### config.mk
export PLATFORM = sky130hd
export DESIGN_NAME = bmp_photo_reader
export DESIGN_NICKNAME = d
export VERILOG_FILES = /design/src/hdl/sd_bmp_pkg.sv /design/src/hdl/bmp_photo_reader.sv
export VERILOG_INCLUDE_DIRS = /design/src /design/src/hdl
export SDC_FILE = /design/constraint.sdc
export NUM_CORES = 1
export LEC_CHECK = 0
export ABC_AREA = 1
export CAP_MARGIN = 20
export CORE_MARGIN = 4
export CORE_UTILIZATION = 37
export DETAILED_ROUTE_END_ITERATION = 12
export DONT_BUFFER_PORTS = 1
export PLACE_DENSITY = 0.52
export SLEW_MARGIN = 25
export SYNTH_ARGS = -nofsm -noshare
export SYNTH_HDL_FRONTEND = slang
export SYNTH_SLANG_ARGS = --single-unit
### constraint.sdc
create_clock -name sys_clk -period 4 [get_ports sys_clk]
set_clock_uncertainty 0.15 [all_clocks]
set_input_delay 0.2 -clock sys_clk [delete_from_list [all_inputs] [get_ports sys_clk]]
set_output_delay 0.2 -clock sys_clk [all_outputs]
set_load 0.005 [all_outputs]
### src/hdl/sd_bmp_config.svh
// Build-time constants for the SD card picture loader
// Panel geometry, sync widths, SPI clock divider, BMP file layout
`ifndef SD_BMP_CONFIG_SVH
`define SD_BMP_CONFIG_SVH

// Active area
`define H_DISP            32    // Pixels per line
`define V_DISP            16    // Lines per frame

// Horizontal timing in pixel clocks
`define H_SYNC            2
`define H_BACK            3
`define H_FRONT           2

// Vertical timing in lines
`define V_SYNC            1
`define V_BACK            2
`define V_FRONT           1

`define SPI_DIV           2       // sys_clk cycles per sd_clk half period
`define BMP_START_SECTOR  32'd100 // First sector of the file on the card
`define BMP_HEADER_BYTES  54
`define BMP_SECTORS       3       // 54 + 32*16*2 bytes round up to 3 sectors
`define FB_ADDR_W         9       // 32*16 = 512 words

`endif
### src/hdl/sd_bmp_pkg.sv
// Shared types for the picture loader
// SD command opcodes, sector reader states, inter-block structs
`default_nettype none

`include "sd_bmp_config.svh"

package sd_bmp_pkg;

    // SD command index, sent as 0x40 | index
    typedef enum logic [5:0] {
        CMD_GO_IDLE     = 6'd0,
        CMD_READ_SINGLE = 6'd17
    } sd_cmd_e;

    // Sector reader FSM
    typedef enum logic [2:0] {
        ST_IDLE,
        ST_SEND_CMD,
        ST_WAIT_R1,
        ST_WAIT_TOKEN,
        ST_DATA,
        ST_CRC,
        ST_DONE
    } sd_state_e;

    typedef struct packed {
        logic                  we;
        logic [`FB_ADDR_W-1:0] addr;
        logic [15:0]           pixel;     // RGB565
    } fb_write_t;

    typedef struct packed {
        logic        start;               // One-cycle pulse
        logic [31:0] addr;                // Block address
    } sd_rd_req_t;

    typedef struct packed {
        logic        valid;               // One pulse per byte pair
        logic [15:0] data;                // First byte in low half
    } sd_rd_word_t;

    typedef struct packed {
        logic hs;                         // Active low
        logic vs;                         // Active low
        logic de;
    } lcd_sync_t;

endpackage

`default_nettype wire

### src/hdl/bmp_photo_reader.sv
// BMP loader, requests sectors in order and skips the file header
// Writes RGB565 pixels with rows flipped, since BMP stores them bottom-up
`default_nettype none
`timescale 1ns/1ps

`include "sd_bmp_config.svh"

module bmp_photo_reader (
    input  wire                          sys_clk,
    input  wire                          reset,
    input  wire                          rd_busy,
    input  wire sd_bmp_pkg::sd_rd_word_t word,
    output sd_bmp_pkg::sd_rd_req_t       req,
    output sd_bmp_pkg::fb_write_t        fb_wr,
    output logic                         frame_loaded
);
    localparam int HDR_WORDS = `BMP_HEADER_BYTES / 2;
    localparam int SKIP_W    = $clog2(HDR_WORDS + 1);
    localparam int SEC_W     = $clog2(`BMP_SECTORS + 1);
    localparam int COL_W     = $clog2(`H_DISP);
    localparam int ROW_W     = $clog2(`V_DISP);

    typedef enum logic [1:0] {PR_ISSUE, PR_WAIT_RISE, PR_WAIT_FALL, PR_DONE} pr_state_e;

    pr_state_e             state;
    logic [SEC_W-1:0]      sec_cnt;
    logic                  req_start;
    logic [31:0]           req_addr;
    logic [SKIP_W-1:0]     skip_cnt;   // Header words seen
    logic [COL_W-1:0]      col;
    logic [ROW_W-1:0]      row;        // File row, 0 is the bottom line
    logic                  pix_done;
    logic                  wr_en;
    logic [`FB_ADDR_W-1:0] wr_addr;
    logic [15:0]           wr_pixel;

    // ------------------------------------------------------------------------
    // Sector sequencer
    // ------------------------------------------------------------------------
    always_ff @(posedge sys_clk) begin
        if (reset) begin
            state        <= PR_ISSUE;
            sec_cnt      <= '0;
            req_start    <= 1'b0;
            frame_loaded <= 1'b0;
        end else begin
            req_start <= 1'b0;
            case (state)
                PR_ISSUE: if (!rd_busy) begin
                    req_start <= 1'b1;
                    req_addr  <= `BMP_START_SECTOR + 32'(sec_cnt);
                    state     <= PR_WAIT_RISE;
                end
                PR_WAIT_RISE: if (rd_busy) state <= PR_WAIT_FALL;
                PR_WAIT_FALL: if (!rd_busy) begin  // Sector complete
                    if (sec_cnt == SEC_W'(`BMP_SECTORS - 1)) begin
                        state        <= PR_DONE;
                        frame_loaded <= 1'b1;
                    end else begin
                        sec_cnt <= sec_cnt + 1'b1;
                        state   <= PR_ISSUE;
                    end
                end
                default: state <= PR_DONE;     // Holds until reset
            endcase
        end
    end

    // Pixel path, one write per accepted word
    always_ff @(posedge sys_clk) begin
        if (reset) begin
            skip_cnt <= '0;
            col      <= '0;
            row      <= '0;
            pix_done <= 1'b0;
            wr_en    <= 1'b0;
        end else begin
            wr_en <= 1'b0;
            if (word.valid) begin
                if (skip_cnt != SKIP_W'(HDR_WORDS)) begin
                    skip_cnt <= skip_cnt + 1'b1;
                end else if (!pix_done) begin   // Padding after the image dropped
                    wr_en    <= 1'b1;
                    wr_addr  <= `FB_ADDR_W'((`V_DISP - 1 - int'(row)) * `H_DISP + int'(col));
                    wr_pixel <= word.data;
                    if (col == COL_W'(`H_DISP - 1)) begin
                        col <= '0;
                        if (row == ROW_W'(`V_DISP - 1)) pix_done <= 1'b1;
                        else row <= row + 1'b1;
                    end else begin
                        col <= col + 1'b1;
                    end
                end
            end
        end
    end

    assign req   = '{start: req_start, addr: req_addr};
    assign fb_wr = '{we: wr_en, addr: wr_addr, pixel: wr_pixel};

    // Picture flagged only once every pixel is in
    a_load_after_pixels: assert property (@(posedge sys_clk) disable iff (reset)
        frame_loaded |-> pix_done);

endmodule

`default_nettype wire

==> impl_results.md <==
- Iter 0 DRT Violations: 70
- Worst-path clk slew: 0.09 ns
- Post-CTS setup buffers: 0
- Final Hold Fails: 0
- Core ar.: 5574 sq um
- Run status: finished, final reports clean
- Synthesized instance count: about 210
- Post-route setup TNS: 0 ns
- Starting Density: approximately 39%
- Final antenna-violating net count: 0
- Worst setup margin: 2.169 ns
- Netlist cell types: 24
- Sink Count: 49
- Global route total overflow: 0
- Commonest non-fill, non-tap cell in the layout: conb_1
- CTS H-tree lvls: 2
- Setup Viol. Count Final: 0
- First-pass GRT wire length: 5568 microns
- Syn Std Cell Area: 2150 sq um
- Vias in the first global route: 1142
- Final slew viol count: 0
- RSZ-0062 raised after global routing: no
- Seq cells post-synth: 49
- CTS tree: yes
- Clk_lat worst skew: a little under 0.3 ns
- Row count: 27
- Max_cap viols: 0
- Maximum clock frequency: around 550 MHz
- CP Class: flip-flop to flip-flop
- Synth Area per Inst: 10.28 sq um
- DRC: 0
- Die width: 84.22 microns
- PostCTS Resize Cnt: 0
- Via density: ~4.4
- Fin crit share: between 40% and 50%
- Tot GR Track Use: 9.669%
- Post-Route WL: between 3000 and 4000 microns
- Initial antenna violation count: 0
- Worst Setup End Kind: flip-flop
- Synth top area cells: edfxtp_1 (38%), dfxtp_1 (20%), buf_4 (11%)
- Post-CTS Hold Fix Bufs: 20
- Clock root cell: clkbuf_8
- DPL Wire Length: 2574 microns
- Placer Congestion: 0.7702
- WL per Instance: between 10 and 15 microns
- Critical Path AT: 1.66 ns
- Cell taking the most area after synthesis: edfxtp_1
- Critical Path Start Type: flip-flop
- Num CTS Buffers: 5
- PortBufs: 0
- VDD IR max: 0.1818 mV
- Critical path fanouts, max: 25
- Most frequent cells in the layout: conb_1 (30), edfxtp_1 (27), nor2_1 (25)
- Vias post-DR: 1323
- Post-synth top area share: 37.72%
- Leakage: 0.9359 nW
- Diodes inserted: 0
- Layout cells sized above 1: 10.78%
- Pin count of the biggest net entering global routing: 26
- Die ar.: 7093 sq um
- Seq/Total Area, Yosys: 58.21%
- Layout area overhead: 12.46%
- Drt first pass iters: 4
- Place WS: 2.153 ns
- Synth Warn #: 0
- Die H: approximately 84 microns
- Io pins: 80
- Pwr Density: between 300 and 400 nW/um^2
- Worst hold path type: primary input to flip-flop
- Nets: 256
- Min cycle time layout: 1.831 ns
- Longest Clk Path Bufs: 2
- Critical path required time: approximately 3.8 ns
cell type report:
type,instances,area (sq um)
Clock buffer,5,68.82
Clock inverter,3,43.79
Fill cell,542,3157
Inverter,23,86.33
Multi-Input combinational cell,131,669.4
Sequential cell,49,1251
Tap cell,72,90.09
Timing Repair Buffer,21,207.7
sequential cells by signal, indices dropped and copies added (netlist names):
name,count
wr_pixel,16
wr_addr,9
req_addr,2
wr_en,1
req_start,1
sec_cnt,2
skip_cnt,5
col,5
pix_done,1
row,4
frame_loaded,1
state,2
power by group:
| part | switching, mW | internal [mW] | leakage [nW] |
|---|---|---|---|
| logic | 0.0241 | 0.0191 | 0.457 |
| registers | 0.00389 | 0.533 | 0.420 |
| clock network | 0.165 | 0.187 | 0.0585 |
metrics by stage:
| step | hold WS (ns) | utilization (%) | instance area [sq um] | total power [mW] | std cells |
|---|---|---|---|---|---|
| floorplan | 0.1271 | - | 2255 | 0.5932 | 237 |
| global placement | 0.1238 | 37.76 | 2105 | 0.5736 | 276 |
| detailed placement | 0.1269 | 37.76 | 2105 | 0.5739 | 276 |
| CTS | 0.08412 | 43.37 | 2417 | 0.9503 | 304 |
| global route | 0.1368 | 43.37 | 2417 | 0.9803 | 304 |
| finish | 0.08443 | 43.37 | 2417 | 0.9325 | 304 |
critical path, stage by stage, from the launching register on:
cell	delay [ns]
dfxtp_1	0.37
ha_1	0.19
nand2_2	0.09
nor2_4	0.19
nand2_2	0.12
nor2_2	0.09
buf_4	0.31
final timing paths:
kind	to	slack, ns	cells past startpoint	from
worst min register to register	req_addr[0]	0.32	0	sec_cnt[0]
worst max register to register	wr_addr[1]	2.17	6	skip_cnt[0]
worst min-delay path	skip_cnt[4]	0.08	3	word[16]
worst max-delay path	wr_addr[1]	2.17	6	skip_cnt[0]
Yosys cell counts, drive strengths merged:
| library cell | count |
|---|---|
| nand3 | 6 |
| inv | 23 |
| ha | 5 |
| conb | 2 |
| dfxtp | 22 |
| buf | 34 |
| edfxtp | 27 |
| a31oi | 1 |
| nor3 | 5 |
| a21oi | 6 |
| nor2 | 31 |
| o21ai | 11 |
| nand4 | 6 |
| nor4 | 4 |
| nand2 | 26 |
routing by layer:
| layer | track usage [%] | share of wire [%] | vias to the layer above |
|---|---|---|---|
| li1 | - | - | 671 |
| met1 | 12.45 | 45 | 596 |
| met2 | 14.85 | 45 | 51 |
| met3 | 3.631 | 8.5 | 5 |
| met4 | 3.509 | 0.98 | 0 |
| met5 | 0 | 0 | - |
kinds of logic (layout without fill, tap and decap cells):
| logic type | Yosys count | in the layout | share of synthesized area, % |
|---|---|---|---|
| other cells | 2 | 30 | 0.3494 |
| simple gates | 78 | 78 | 18.63 |
| compound gates | 18 | 18 | 4.249 |
| buf+inv | 57 | 52 | 15.66 |
| fa+ha+maj | 5 | 5 | 2.910 |
| flops | 49 | 49 | 58.21 |
Power figures use the tool's default switching activity.
