===== config.mk =====
export PLATFORM = sky130hd
export DESIGN_NAME = sd_spi_reader
export DESIGN_NICKNAME = d
export VERILOG_FILES = /design/src/hdl/sd_bmp_pkg.sv /design/src/hdl/sd_spi_reader.sv
export VERILOG_INCLUDE_DIRS = /design/src /design/src/hdl
export SDC_FILE = /design/constraint.sdc
export NUM_CORES = 1
export LEC_CHECK = 0
export CORE_MARGIN = 5
export CORE_UTILIZATION = 45
export DETAILED_ROUTE_END_ITERATION = 8
export DONT_BUFFER_PORTS = 1
export GPL_ROUTABILITY_DRIVEN = 0
export GPL_TIMING_DRIVEN = 1
export PLACE_DENSITY = 0.56
export SLEW_MARGIN = 20
export SYNTH_ARGS = -nofsm -noshare
export SYNTH_HDL_FRONTEND = slang
export SYNTH_SLANG_ARGS = --single-unit

===== constraint.sdc =====
create_clock -name sys_clk -period 6.2 [get_ports sys_clk]
set_clock_uncertainty 0.05 [all_clocks]
set_input_delay 0.62 -clock sys_clk [delete_from_list [all_inputs] [get_ports sys_clk]]
set_output_delay 0.62 -clock sys_clk [all_outputs]
set_load 0.05 [all_outputs]

===== src/hdl/sd_bmp_config.svh =====
// Build-time constants for the SD card picture loader
// Panel geometry, sync widths, SPI clock divider, BMP file layout
`ifndef SD_BMP_CONFIG_SVH
`define SD_BMP_CONFIG_SVH

// Active area
`define H_DISP            32    // Pixels per line
`define V_DISP            16    // Lines per frame

// Horizontal timing in pixel clocks
`define H_SYNC            2
`define H_BACK            3
`define H_FRONT           2

// Vertical timing in lines
`define V_SYNC            1
`define V_BACK            2
`define V_FRONT           1

`define SPI_DIV           2       // sys_clk cycles per sd_clk half period
`define BMP_START_SECTOR  32'd100 // First sector of the file on the card
`define BMP_HEADER_BYTES  54
`define BMP_SECTORS       3       // 54 + 32*16*2 bytes round up to 3 sectors
`define FB_ADDR_W         9       // 32*16 = 512 words

`endif

===== src/hdl/sd_bmp_pkg.sv =====
// Shared types for the picture loader
// SD command opcodes, sector reader states, inter-block structs
`default_nettype none

`include "sd_bmp_config.svh"

package sd_bmp_pkg;

    // SD command index, sent as 0x40 | index
    typedef enum logic [5:0] {
        CMD_GO_IDLE     = 6'd0,
        CMD_READ_SINGLE = 6'd17
    } sd_cmd_e;

    // Sector reader FSM
    typedef enum logic [2:0] {
        ST_IDLE,
        ST_SEND_CMD,
        ST_WAIT_R1,
        ST_WAIT_TOKEN,
        ST_DATA,
        ST_CRC,
        ST_DONE
    } sd_state_e;

    typedef struct packed {
        logic                  we;
        logic [`FB_ADDR_W-1:0] addr;
        logic [15:0]           pixel;     // RGB565
    } fb_write_t;

    typedef struct packed {
        logic        start;               // One-cycle pulse
        logic [31:0] addr;                // Block address
    } sd_rd_req_t;

    typedef struct packed {
        logic        valid;               // One pulse per byte pair
        logic [15:0] data;                // First byte in low half
    } sd_rd_word_t;

    typedef struct packed {
        logic hs;                         // Active low
        logic vs;                         // Active low
        logic de;
    } lcd_sync_t;

endpackage

`default_nettype wire


===== src/hdl/sd_spi_reader.sv =====
// SPI mode single-block read engine (CMD17)
// Sends the command, waits for R1 and the data token, streams 16-bit words
`default_nettype none
`timescale 1ns/1ps

`include "sd_bmp_config.svh"

module sd_spi_reader (
    input  wire                         sys_clk,
    input  wire                         reset,
    input  wire sd_bmp_pkg::sd_rd_req_t req,
    input  wire                         sd_miso,
    output logic                        sd_clk,
    output logic                        sd_cs,
    output logic                        sd_mosi,
    output logic                        rd_busy,
    output sd_bmp_pkg::sd_rd_word_t     word
);
    import sd_bmp_pkg::*;

    sd_state_e   state;
    logic [7:0]  div_cnt;      // Half period counter
    logic        tick;         // sd_clk toggles this cycle
    logic        rise;
    logic        fall;
    logic [2:0]  bit_cnt;
    logic [8:0]  byte_cnt;     // Command, data or CRC byte index
    logic        byte_end;     // Eighth bit sampled
    logic [47:0] tx_shift;
    logic [7:0]  rx_shift;
    logic [7:0]  rx_byte;
    logic [7:0]  low_byte;
    logic        word_valid;
    logic [15:0] word_data;
    logic [47:0] cmd_frame;

    // Start bits, opcode, block address, dummy CRC
    assign cmd_frame = {2'b01, CMD_READ_SINGLE, req.addr, 8'hFF};

    assign tick     = (state != ST_IDLE) && (div_cnt == 8'(`SPI_DIV - 1));
    assign rise     = tick && !sd_clk;
    assign fall     = tick && sd_clk;
    assign rx_byte  = {rx_shift[6:0], sd_miso};
    assign byte_end = rise && (bit_cnt == 3'd7);

    // ------------------------------------------------------------------------
    // SPI clock, idles low between transfers
    // ------------------------------------------------------------------------
    always_ff @(posedge sys_clk) begin
        if (reset || state == ST_IDLE) begin
            div_cnt <= 8'd0;
            sd_clk  <= 1'b0;
        end else if (tick) begin
            div_cnt <= 8'd0;
            sd_clk  <= ~sd_clk;
        end else begin
            div_cnt <= div_cnt + 8'd1;
        end
    end

    // MOSI changes on fall, MISO sampled on rise
    always_ff @(posedge sys_clk) begin
        if (reset) begin
            tx_shift <= '1;                      // MOSI idles high
            rx_shift <= 8'd0;
            bit_cnt  <= 3'd0;
        end else begin
            if (state == ST_IDLE && req.start) begin
                tx_shift <= cmd_frame;           // MSB on the line before first rise
                bit_cnt  <= 3'd0;
            end else if (fall) begin
                tx_shift <= {tx_shift[46:0], 1'b1};
            end
            if (rise) begin
                rx_shift <= rx_byte;
                bit_cnt  <= bit_cnt + 3'd1;
            end
        end
    end

    // ------------------------------------------------------------------------
    // Transfer sequence
    // ------------------------------------------------------------------------
    always_ff @(posedge sys_clk) begin
        if (reset) begin
            state      <= ST_IDLE;
            sd_cs      <= 1'b1;
            byte_cnt   <= 9'd0;
            word_valid <= 1'b0;
        end else begin
            word_valid <= 1'b0;
            case (state)
                ST_IDLE: if (req.start) begin
                    state    <= ST_SEND_CMD;
                    sd_cs    <= 1'b0;
                    byte_cnt <= 9'd0;
                end
                ST_SEND_CMD: if (byte_end) begin
                    if (byte_cnt == 9'd5) begin  // Six command bytes out
                        state    <= ST_WAIT_R1;
                        byte_cnt <= 9'd0;
                    end else begin
                        byte_cnt <= byte_cnt + 9'd1;
                    end
                end
                ST_WAIT_R1: if (byte_end && rx_byte == 8'h00) begin
                    state <= ST_WAIT_TOKEN;
                end
                ST_WAIT_TOKEN: if (byte_end && rx_byte == 8'hFE) begin
                    state <= ST_DATA;
                end
                ST_DATA: if (byte_end) begin
                    if (!byte_cnt[0]) begin
                        low_byte <= rx_byte;
                    end else begin
                        word_valid <= 1'b1;
                        word_data  <= {rx_byte, low_byte};
                    end
                    if (byte_cnt == 9'd511) begin
                        state    <= ST_CRC;
                        byte_cnt <= 9'd0;
                    end else begin
                        byte_cnt <= byte_cnt + 9'd1;
                    end
                end
                ST_CRC: if (byte_end) begin
                    if (byte_cnt == 9'd1) state <= ST_DONE;  // CRC discarded
                    else byte_cnt <= byte_cnt + 9'd1;
                end
                ST_DONE: if (fall) begin         // Finish the last clock low
                    state <= ST_IDLE;
                    sd_cs <= 1'b1;
                end
                default: state <= ST_IDLE;
            endcase
        end
    end

    assign sd_mosi = tx_shift[47];
    assign rd_busy = (state != ST_IDLE);
    assign word    = '{valid: word_valid, data: word_data};

    // Requester must wait for the previous sector
    a_start_idle: assert property (@(posedge sys_clk) disable iff (reset)
        req.start |-> !rd_busy);
    a_cs_idle: assert property (@(posedge sys_clk) disable iff (reset)
        state == ST_IDLE |-> sd_cs);

endmodule

`default_nettype wire


==> metrics <==
number of ports placed on the die boundary=57; number of buffer cells added on primary ports=0; total net switching power=0.496 mW; setup-violating endpoint count in the final report=0; number of buffers inserted during clock tree synthesis=9; register area share after synthesis=52.4%; switching part of the total power=32.8%; ranking of synthesized cells by area=dfxtp_1, edfxtp_1, nand2_1; Critical Path Start Type=flip-flop; data required time of the critical path=6220 ps; worst relative slew slack=35.7%; number of diodes=0; class of the worst hold path=in2reg; mapped cell area=0.00417 mm²; residual DRC count=0; Post-synth EDFFs=24; count of different cell masters after synthesis=52; total wire length after detailed routing=8.07 mm; outcome=completed; HPWL after DPL=5.34 mm; width of the chip=106 µm; clock period minus final worst setup slack=2290 ps; startpoint of the most critical register-to-register path=state[1]; most used standard cells in the synthesized netlist=nand2_1, dfxtp_1, nor2_1; max cap viols=0; vias in the first global route=2,930; global-route total usage across every layer=15.1%; number of gates resized after CTS=0; share of total power in the clock network=29.1%; Cell Chain, Critical Path=nor3_2, inv_2, nand4_1, nor4_2, buf_4; Yosys warnings=0; overall overflow remaining after global route=0; internal power=1.02 mW; ANT nets after route=0; floorplan row count=35; clk buf depth=2; library cell occupying the most area in the post-synthesis netlist=dfxtp_1; Max Transition Viols Final=0; number of cells produced by synthesis=457; fraction of synthesized cell area taken by the top area cell type=35.1%; setup TNS=0 ps; number of buffers inserted by hold repair at cts=0; depth of the CTS H-tree=3; routed wirelength normalized by instance count=14.3 µm; post-route clock period utilization=37.0%; sequential share of power=50.8%; clock-pin slew on the worst setup and hold paths=100 ps; Total Die Area=0.0113 mm²; Syn Nets=500; average cell area after synthesis=9.11 µm²; wire length of the first global-routing pass=13.9 mm; async set-reset flop share out of synthesis=0%; layout-stage area growth over the synthesis result=6.67%; Total Nets Final=490; global-route met2 utilization=24.6%; main flop type after synthesis=dfxtp_1; startpoint of the lowest-slack hold path=reset; number of hold violations in the final report=0; Register-to-Register Path Depth=5; count leader, synth=nand2_1; r2r endpoint=word_data[14]; DRC marker count from the first detailed-route iteration=169; endpoint kind of the worst setup timing path=flip-flop; Global Route met3 Usage=4.25%; sink of the worst hold path=bit_cnt[2]; slew at the pin closest to its max-slew limit=961 ps; largest net degree at the start of global routing=64; setup repair bufs after CTS=0; peak supply drop=0.126 mV; area of the core=0.00915 mm²; power per standard cell area=341 mW/mm²; Worst R2R Setup Slack=3910 ps; arrival time reported for the critical path endpoint=2310 ps; busiest metal layer after global routing=met2; unrepaired setup endpoints after global routing=no; number of detailed-route iterations in the first pass=4; ratio of cells with drive above 1 in the final layout=7.30%; chip height=106 µm; combinational cell fraction of total power=20.2%; Avg Vias per Cell=5.45; register bit total from synthesis=97; Critical Path Fanout Max=16; maximum achievable frequency=0.436 GHz; Power Total=1.51 mW; static leakage power=1.82 nW; Worst Path Class, Setup=reg2reg; overall via count from detail_route=3,069; Cells on Worst Hold Path=1; met1 demand-to-capacity share in global routing=19.5%; Clock Sinks=97; CTS tree=built; clock tree root buffer cell=clkbuf_8; initial core utilization=45.5%; library cell contributing the largest single delay on the critical path=dfxtp_1; worst skew pair latency=360 ps; antenna violations before repair=0; CP peak stage delay=630 ps
[per-layer routing]
metal,share of wire [%],wire (µm),up-vias
li1,-,-,1568
met1,46,3740,1444
met2,49,3920,50
met3,4.1,333,7
met4,0.94,76,0
met5,0,0,-
[power by group through the flow]
stage	logic [mW]	clock network [mW]	registers, mW
floorplan	0.271	0	0.762
global placement	0.304	0	0.780
detailed placement	0.307	0	0.782
CTS	0.310	0.456	0.768
global route	0.350	0.489	0.778
finish	0.306	0.440	0.768
[how the worst max path moves through the flow]
| stage | start | endpoint | depth (start not counted) |
|---|---|---|---|
| final | state[1] | word_data[14] | 5 |
| after global routing | state[1] | word_data[14] | 5 |
| after CTS | state[1] | word_data[14] | 5 |
| after detailed placement | state[1] | word_data[4] | 5 |
| after global placement | state[1] | word_data[3] | 5 |
| after floorplan | div_cnt[0] | word_data[0] | 4 |
[kinds of logic after synthesis]
family                     after synthesis  synth area share (%)
AOI/OAI and AO/OA                       63                  9.04
xor gates and xnor gates                13                  2.73
adders and majority gates                7                  2.10
buffers and inverters                   33                  3.63
DFF                                     97                  52.4
muxes                                    8                  1.95
and+or+nand+nor                        236                  28.1
[registers in the layout, summed over array words and instances (netlist names)]
register and cells:
tx_shift 40, word_data 16, byte_cnt 9, div_cnt 8, low_byte 8, rx_shift 7
bit_cnt 3, state 3, sd_clk 1, sd_cs 1, word_valid 1
[metrics by stage]
stage	worst slack (ps)	instance area (µm²)	std cells	hold WS [ps]	utilization, %
floorplan	2990	4170	457	350	-
global placement	3970	4230	547	356	46.2
detailed placement	3930	4230	547	355	46.2
CTS	3910	4440	563	248	48.5
global route	3700	4440	563	228	48.5
finish	3910	4440	563	268	48.5
[critical path, delay by kind of cell, from the launching register on]
kind	cells	cell delay, ps
buffers and inverters	2	560
flip-flops	1	630
AND/OR/NAND/NOR	3	760
[layout by cell type, fill, tap and decap left out, types with 2 or more instances in the layout]
cell type and instances:
nand2_1 88, dfxtp_1 73, nor2_1 50, and3_1 31, o21ai_1 31, edfxtp_1 24
nand3_1 19, a21oi_1 13, nand4_1 9, xor2_1 9, clkbuf_8 9, mux2i_1 7
ha_1 7, inv_1 6, nor2b_1 5, buf_4 5, nor4_1 4, a221oi_1 4
nand3b_1 4, xnor2_1 4, nor3_2 3, nand4b_1 3, nor3_1 3, o21ai_0 3
or3b_1 2, nor4_2 2, nor4b_1 2, a31oi_1 2, inv_6 2, inv_8 2
[final cells by class]
| type | count | area [µm²] |
|---|---|---|
| multi-input cells | 327 | 1840 |
| repair buffers | 5 | 37.5 |
| clock buffers | 9 | 124 |
| fillers | 862 | 4710 |
| well taps | 111 | 139 |
| clock inverters | 7 | 93.8 |
| flip-flops and latches | 97 | 2180 |
| inverters | 7 | 26.3 |
No activity file was read; power rests on OpenSTA's default activity.
