File: config.mk
export PLATFORM = sky130hd
export DESIGN_NAME = lcd_timing
export DESIGN_NICKNAME = d
export VERILOG_FILES = /design/src/hdl/sd_bmp_pkg.sv /design/src/hdl/lcd_timing.sv
export VERILOG_INCLUDE_DIRS = /design/src /design/src/hdl
export SDC_FILE = /design/constraint.sdc
export NUM_CORES = 1
export LEC_CHECK = 0
export BUFFER_PORTS_ARGS = -buffer_cell sky130_fd_sc_hd__buf_2
export CAP_MARGIN = 20
export CORE_UTILIZATION = 28
export DETAILED_ROUTE_END_ITERATION = 6
export PLACE_DENSITY = 0.6
export SLEW_MARGIN = 20
export SYNTH_ARGS = -nofsm -noshare
export SYNTH_HDL_FRONTEND = slang
export SYNTH_SLANG_ARGS = --single-unit
File: constraint.sdc
create_clock -name sys_clk -period 2.5 [get_ports sys_clk]
set_input_delay 0.25 -clock sys_clk [delete_from_list [all_inputs] [get_ports sys_clk]]
set_output_delay 0.25 -clock sys_clk [all_outputs]
set_load 0.005 [all_outputs]
File: src/hdl/sd_bmp_config.svh
// Build-time constants for the SD card picture loader
// Panel geometry, sync widths, SPI clock divider, BMP file layout
`ifndef SD_BMP_CONFIG_SVH
`define SD_BMP_CONFIG_SVH

// Active area
`define H_DISP            32    // Pixels per line
`define V_DISP            16    // Lines per frame

// Horizontal timing in pixel clocks
`define H_SYNC            2
`define H_BACK            3
`define H_FRONT           2

// Vertical timing in lines
`define V_SYNC            1
`define V_BACK            2
`define V_FRONT           1

`define SPI_DIV           2       // sys_clk cycles per sd_clk half period
`define BMP_START_SECTOR  32'd100 // First sector of the file on the card
`define BMP_HEADER_BYTES  54
`define BMP_SECTORS       3       // 54 + 32*16*2 bytes round up to 3 sectors
`define FB_ADDR_W         9       // 32*16 = 512 words

`endif
File: src/hdl/sd_bmp_pkg.sv
// Shared types for the picture loader
// SD command opcodes, sector reader states, inter-block structs
`default_nettype none

`include "sd_bmp_config.svh"

package sd_bmp_pkg;

    // SD command index, sent as 0x40 | index
    typedef enum logic [5:0] {
        CMD_GO_IDLE     = 6'd0,
        CMD_READ_SINGLE = 6'd17
    } sd_cmd_e;

    // Sector reader FSM
    typedef enum logic [2:0] {
        ST_IDLE,
        ST_SEND_CMD,
        ST_WAIT_R1,
        ST_WAIT_TOKEN,
        ST_DATA,
        ST_CRC,
        ST_DONE
    } sd_state_e;

    typedef struct packed {
        logic                  we;
        logic [`FB_ADDR_W-1:0] addr;
        logic [15:0]           pixel;     // RGB565
    } fb_write_t;

    typedef struct packed {
        logic        start;               // One-cycle pulse
        logic [31:0] addr;                // Block address
    } sd_rd_req_t;

    typedef struct packed {
        logic        valid;               // One pulse per byte pair
        logic [15:0] data;                // First byte in low half
    } sd_rd_word_t;

    typedef struct packed {
        logic hs;                         // Active low
        logic vs;                         // Active low
        logic de;
    } lcd_sync_t;

endpackage

`default_nettype wire

File: src/hdl/lcd_timing.sv
// RGB panel timing generator
// hs/vs/de counters, frame buffer fetch one cycle ahead, RGB565 to RGB888
`default_nettype none
`timescale 1ns/1ps

`include "sd_bmp_config.svh"

module lcd_timing (
    input  wire                  sys_clk,
    input  wire                  reset,
    input  wire                  enable,     // Picture loaded
    output logic [`FB_ADDR_W-1:0] rd_addr,
    input  wire [15:0]           rd_pixel,
    output logic                 lcd_hs,
    output logic                 lcd_vs,
    output logic                 lcd_de,
    output logic [23:0]          lcd_rgb
);
    import sd_bmp_pkg::*;

    localparam int H_TOTAL = `H_SYNC + `H_BACK + `H_DISP + `H_FRONT;
    localparam int V_TOTAL = `V_SYNC + `V_BACK + `V_DISP + `V_FRONT;
    localparam int H_W     = $clog2(H_TOTAL);
    localparam int V_W     = $clog2(V_TOTAL);

    localparam logic [H_W-1:0] H_SYNC_END = H_W'(`H_SYNC);
    localparam logic [H_W-1:0] H_ACT0     = H_W'(`H_SYNC + `H_BACK);
    localparam logic [H_W-1:0] H_ACT1     = H_W'(`H_SYNC + `H_BACK + `H_DISP);
    localparam logic [H_W-1:0] H_LAST     = H_W'(H_TOTAL - 1);
    localparam logic [V_W-1:0] V_SYNC_END = V_W'(`V_SYNC);
    localparam logic [V_W-1:0] V_ACT0     = V_W'(`V_SYNC + `V_BACK);
    localparam logic [V_W-1:0] V_ACT1     = V_W'(`V_SYNC + `V_BACK + `V_DISP);
    localparam logic [V_W-1:0] V_LAST     = V_W'(V_TOTAL - 1);

    localparam lcd_sync_t SYNC_IDLE = '{hs: 1'b1, vs: 1'b1, de: 1'b0};

    logic [H_W-1:0] h_cnt;
    logic [V_W-1:0] v_cnt;
    lcd_sync_t      sync_now;         // Fetch stage
    lcd_sync_t      sync_q;           // Aligned with rd_pixel

    // ------------------------------------------------------------------------
    // Scan counters, held at the origin until the picture is in
    // ------------------------------------------------------------------------
    always_ff @(posedge sys_clk) begin
        if (reset || !enable) begin
            h_cnt <= '0;
            v_cnt <= '0;
        end else if (h_cnt == H_LAST) begin
            h_cnt <= '0;
            v_cnt <= (v_cnt == V_LAST) ? '0 : v_cnt + 1'b1;
        end else begin
            h_cnt <= h_cnt + 1'b1;
        end
    end

    always_comb begin
        sync_now = SYNC_IDLE;
        if (enable) begin
            sync_now.hs = (h_cnt >= H_SYNC_END);
            sync_now.vs = (v_cnt >= V_SYNC_END);
            sync_now.de = (h_cnt >= H_ACT0) && (h_cnt < H_ACT1) &&
                          (v_cnt >= V_ACT0) && (v_cnt < V_ACT1);
        end
    end

    // Linear address of the pixel shown next cycle
    assign rd_addr = sync_now.de ?
        `FB_ADDR_W'(int'(v_cnt - V_ACT0) * `H_DISP + int'(h_cnt - H_ACT0)) : '0;

    always_ff @(posedge sys_clk) begin
        if (reset) sync_q <= SYNC_IDLE;
        else       sync_q <= sync_now;
    end

    assign lcd_hs = sync_q.hs;
    assign lcd_vs = sync_q.vs;
    assign lcd_de = sync_q.de;

    // Widen by repeating the top bits, black outside the active area
    assign lcd_rgb = sync_q.de ?
        {rd_pixel[15:11], rd_pixel[15:13],
         rd_pixel[10:5],  rd_pixel[10:9],
         rd_pixel[4:0],   rd_pixel[4:2]} : 24'd0;

endmodule

`default_nettype wire

==> flow_summary.ini <==
[status]
result_of_the_run = complete, no violations

[power_and_ir_drop]
design_power_total_mw = 0.498
swShare = 0.222
power.combinational.fraction = 0.077
p_clk_frac = 0.464
share_seq_of_total_power = 0.459
p_sw_mw = 0.111
worst_voltage_drop_across_the_vdd_grid_mv = 0.277
cell_internal_pwr_mw = 0.387
power_per_cell_area_mw_per_mm2 = 317
p_leak_nw = 0.793

[synth]
synth-compound-area-share = 0.0595
netlist_top_cells_area = sky130_fd_sc_hd__dfxtp_1, sky130_fd_sc_hd__ha_1, sky130_fd_sc_hd__and2_1
library_cell_occupying_the_most_area_in_the_post_synthesis_netlist = sky130_fd_sc_hd__dfxtp_1
synth-simple-area-share = 0.338
main_combinational_cell_family_by_area_after_synthesis = simple AND/OR/NAND/NOR gates
arithmetic_cell_share_of_the_synthesized_area_counting_full_adders_half_adders_and_majority_gates = 0.115
synth.area.mux_share = 0.0260
synth_nets = 172
yosys.area.top_type_share = 0.242
syn-mean-instance-area_um2 = 8.08
yosys_warnings = 0
yosys_register_bits = 14
synth_cell_types = 38
mappedNetlistArea_mm2 = 0.00116
ys_seq_area_frac = 0.242
xor_xnor_portion_of_the_synthesized_cell_area = 0.103
postSynthCellCount = 143

[critical_path]
reg2regPathDepth = 6
cp.arrival_ps = 2180
path_class = reg2out
worst_ep_required_time_ps = 2250
critPathMaxFanout = 2
crit_path_start_kind = flop
critical_path.endpoint_type = output port

[route]
drt_drc_violations_left = 0
drt_first_pass_iters = 4
drt_wl_total_um = 2660
total_via_count_after_detailed_routing = 1067
ant_nets = 0
routed_wl_per_cell_um = 11.0
viasPerCell = 4.41
detailedRoute.firstIterationViolations = 25

[placed_design]
postPlaceCellArea_mm2 = 0.00143
placement.io_buffers = 54
gpl.final_weighted_congestion = 0.773
placed_wire_length_estimate_after_detailed_placement_um = 1980

[sta]
timing.clock.skew_ps = 1.24
post-route-period-util = 0.973
fmaxAchievable_mhz = 411
relSlewSlack = 0.737
setup-tns-final_ps = 0
final-hold-violation-count = 0
layout_min_cycle_time_ps = 2430
max_slew.worst_pin.slew_ps = 390
finalSetupViolCount = 0
final_max_slew_viol_count = 0

[clock_network]
clock-root-buffer = sky130_fd_sc_hd__clkbuf_8
cts_hold_buffers = 0
worst_skew_pair.late_latency_ps = 250
tritoncts_clock_tree = built
clock_sinks = 14
ctsLongestPathBuffers = 2
worst_setup_hold_path_clk_slew_ps = 60
clock_tree.htree_level_count = 1
tritoncts_buffers = 3

[finish]
area_growth_from_synthesis_to_final_layout_pct = 35.6
nets = 224
n_antenna_cell = 0
drive_gt1_frac = 0.438
final_util = 0.413
finalInstanceArea_mm2 = 0.00157

[floorplan]
die_width_um = 66.3
design.core.area_mm2 = 0.00380
rows = 22
starting_density = 0.304
die_area_mm2 = 0.00439
ios = 55
die_y_um = 66.3

[global_route]
first_global_vias = 869
track_usage = 0.115
number_of_antenna_violations_at_the_first_check_in_global_routing = 0
largest_net_degree_at_the_start_of_global_routing = 18
globalRouteOverflowTotal = 0
grt_first_pass_wirelength_um = 3750

[job]
timing.max_cap.violations = 0

[hold_path]
worstHoldPathType = in2reg
worstHoldPathCells = 2
## Yosys cell counts
cell type / instances
sky130_fd_sc_hd__nor2b_1: 3
sky130_fd_sc_hd__nor2_1: 23
sky130_fd_sc_hd__fa_1: 1
sky130_fd_sc_hd__buf_6: 2
sky130_fd_sc_hd__o31ai_1: 2
sky130_fd_sc_hd__nand3_1: 4
sky130_fd_sc_hd__and2b_1: 1
sky130_fd_sc_hd__nor3_4: 1
sky130_fd_sc_hd__mux2i_1: 3
sky130_fd_sc_hd__nor4_1: 1
sky130_fd_sc_hd__clkbuf_2: 1
sky130_fd_sc_hd__nor3_1: 3
sky130_fd_sc_hd__xnor3_1: 1
sky130_fd_sc_hd__buf_4: 8
sky130_fd_sc_hd__and3_4: 1
sky130_fd_sc_hd__a21o_1: 1
sky130_fd_sc_hd__buf_2: 2
sky130_fd_sc_hd__nand2b_1: 1
sky130_fd_sc_hd__o21ai_0: 2
sky130_fd_sc_hd__or2b_1: 1
sky130_fd_sc_hd__a21oi_2: 1
sky130_fd_sc_hd__clkbuf_1: 2
sky130_fd_sc_hd__nand2_2: 1
sky130_fd_sc_hd__nand2_1: 7
sky130_fd_sc_hd__and3_1: 1
sky130_fd_sc_hd__nor4bb_1: 1
sky130_fd_sc_hd__a211oi_1: 1
sky130_fd_sc_hd__xnor2_1: 8
sky130_fd_sc_hd__nand3b_1: 1
sky130_fd_sc_hd__xor2_1: 3
sky130_fd_sc_hd__or3_1: 2
sky130_fd_sc_hd__a21oi_1: 4
sky130_fd_sc_hd__inv_1: 8
sky130_fd_sc_hd__nor2b_4: 1
sky130_fd_sc_hd__ha_1: 9
sky130_fd_sc_hd__nand4_2: 1
sky130_fd_sc_hd__dfxtp_1: 14
sky130_fd_sc_hd__and2_1: 16
## metrics by stage
stage | instances | setup slack, ps | hold WS (ps)
finish | 242 | 66.9 | 166
global route | 242 | -9.92 | 176
CTS | 241 | 54.8 | 163
detailed placement | 236 | 110 | 431
global placement | 236 | 152 | 420
floorplan | 143 | 132 | 322
## kinds of logic after synthesis
| kind of cell | count (synthesis) |
|---|---|
| AO/OA/AOI/OAI | 11 |
| XOR/XNOR | 12 |
| adder cells (fa/ha/maj) | 10 |
| buffers and inverters | 23 |
| flip-flops | 14 |
| multiplexers | 3 |
| AND/OR/NAND/NOR | 70 |
## layout by cell type, fill, tap and decap left out, types with 2 or more instances in the layout
cell type	synthesis	layout
sky130_fd_sc_hd__buf_2	2	54
sky130_fd_sc_hd__nor2_1	23	22
sky130_fd_sc_hd__and2_1	16	16
sky130_fd_sc_hd__dfxtp_1	14	11
sky130_fd_sc_hd__xnor2_1	8	8
sky130_fd_sc_hd__nand2_1	7	7
sky130_fd_sc_hd__buf_4	8	7
sky130_fd_sc_hd__inv_1	8	6
sky130_fd_sc_hd__ha_1	9	6
sky130_fd_sc_hd__nand3_1	4	4
sky130_fd_sc_hd__clkbuf_8	0	4
sky130_fd_sc_hd__mux2i_1	3	3
sky130_fd_sc_hd__nor2b_1	3	3
sky130_fd_sc_hd__nor3_1	3	3
sky130_fd_sc_hd__a21oi_1	4	3
sky130_fd_sc_hd__xor2_1	3	3
sky130_fd_sc_hd__ha_4	0	3
sky130_fd_sc_hd__dfxtp_2	0	3
sky130_fd_sc_hd__inv_2	0	2
sky130_fd_sc_hd__o31ai_1	2	2
sky130_fd_sc_hd__a21oi_2	1	2
sky130_fd_sc_hd__or3_1	2	2
## timing repair
| item | in CTS | in global routing |
|---|---|---|
| gates cloned | 0 | 0 |
| pin swaps | 2 | 7 |
| buffers inserted | 1 | 1 |
| endpoints found under the setup margin | 1 | 3 |
| gates resized for setup | 5 | 13 |
## metal layers
metal,global-route usage,share of wire
met1,0.129,0.44
met3,0.0345,0.097
met5,0,0
met2,0.195,0.45
met4,0.0559,0.020
## worst max-delay path: stages (launching register included)
cell	delay [ps]
sky130_fd_sc_hd__dfxtp_2	330
sky130_fd_sc_hd__inv_2	50
sky130_fd_sc_hd__ha_4	160
sky130_fd_sc_hd__nor2b_4	100
sky130_fd_sc_hd__and2b_2	250
sky130_fd_sc_hd__buf_6	130
sky130_fd_sc_hd__buf_4	130
sky130_fd_sc_hd__fa_2	550
sky130_fd_sc_hd__inv_1	40
sky130_fd_sc_hd__nor2_1	70
sky130_fd_sc_hd__buf_2	120
## cell type report
type | count | area [µm²]
Fill cell | 393 | 2230
Multi-Input combinational cell | 106 | 805
Timing Repair Buffer | 62 | 334
Sequential cell | 14 | 284
Tap cell | 48 | 60.1
Clock buffer | 4 | 55.1
Inverter | 8 | 30.0
## state kept, by name (all words and copies together) (netlist names)
| signal | cells |
|---|---|
| lcd_vs | 1 |
| lcd_de | 1 |
| v_cnt | 5 |
| lcd_hs | 1 |
| h_cnt | 6 |
## power groups by stage
stage | logic (mW) | clock network (mW) | registers [mW]
floorplan | 0.0127 | 0 | 0.234
global placement | 0.0344 | 0 | 0.233
detailed placement | 0.0342 | 0 | 0.233
CTS | 0.0349 | 0.234 | 0.228
global route | 0.0434 | 0.241 | 0.228
finish | 0.0385 | 0.231 | 0.228
## final timing paths
path | start | end | slack [ps]
hold reg to reg | v_cnt[0] | v_cnt[0] | 520
hold / removal | reset | lcd_de | 170
setup / recovery | h_cnt[1] | rd_addr[6] | 70
setup reg to reg | h_cnt[1] | v_cnt[1] | 1010
(Power assumes the default switching activity.)
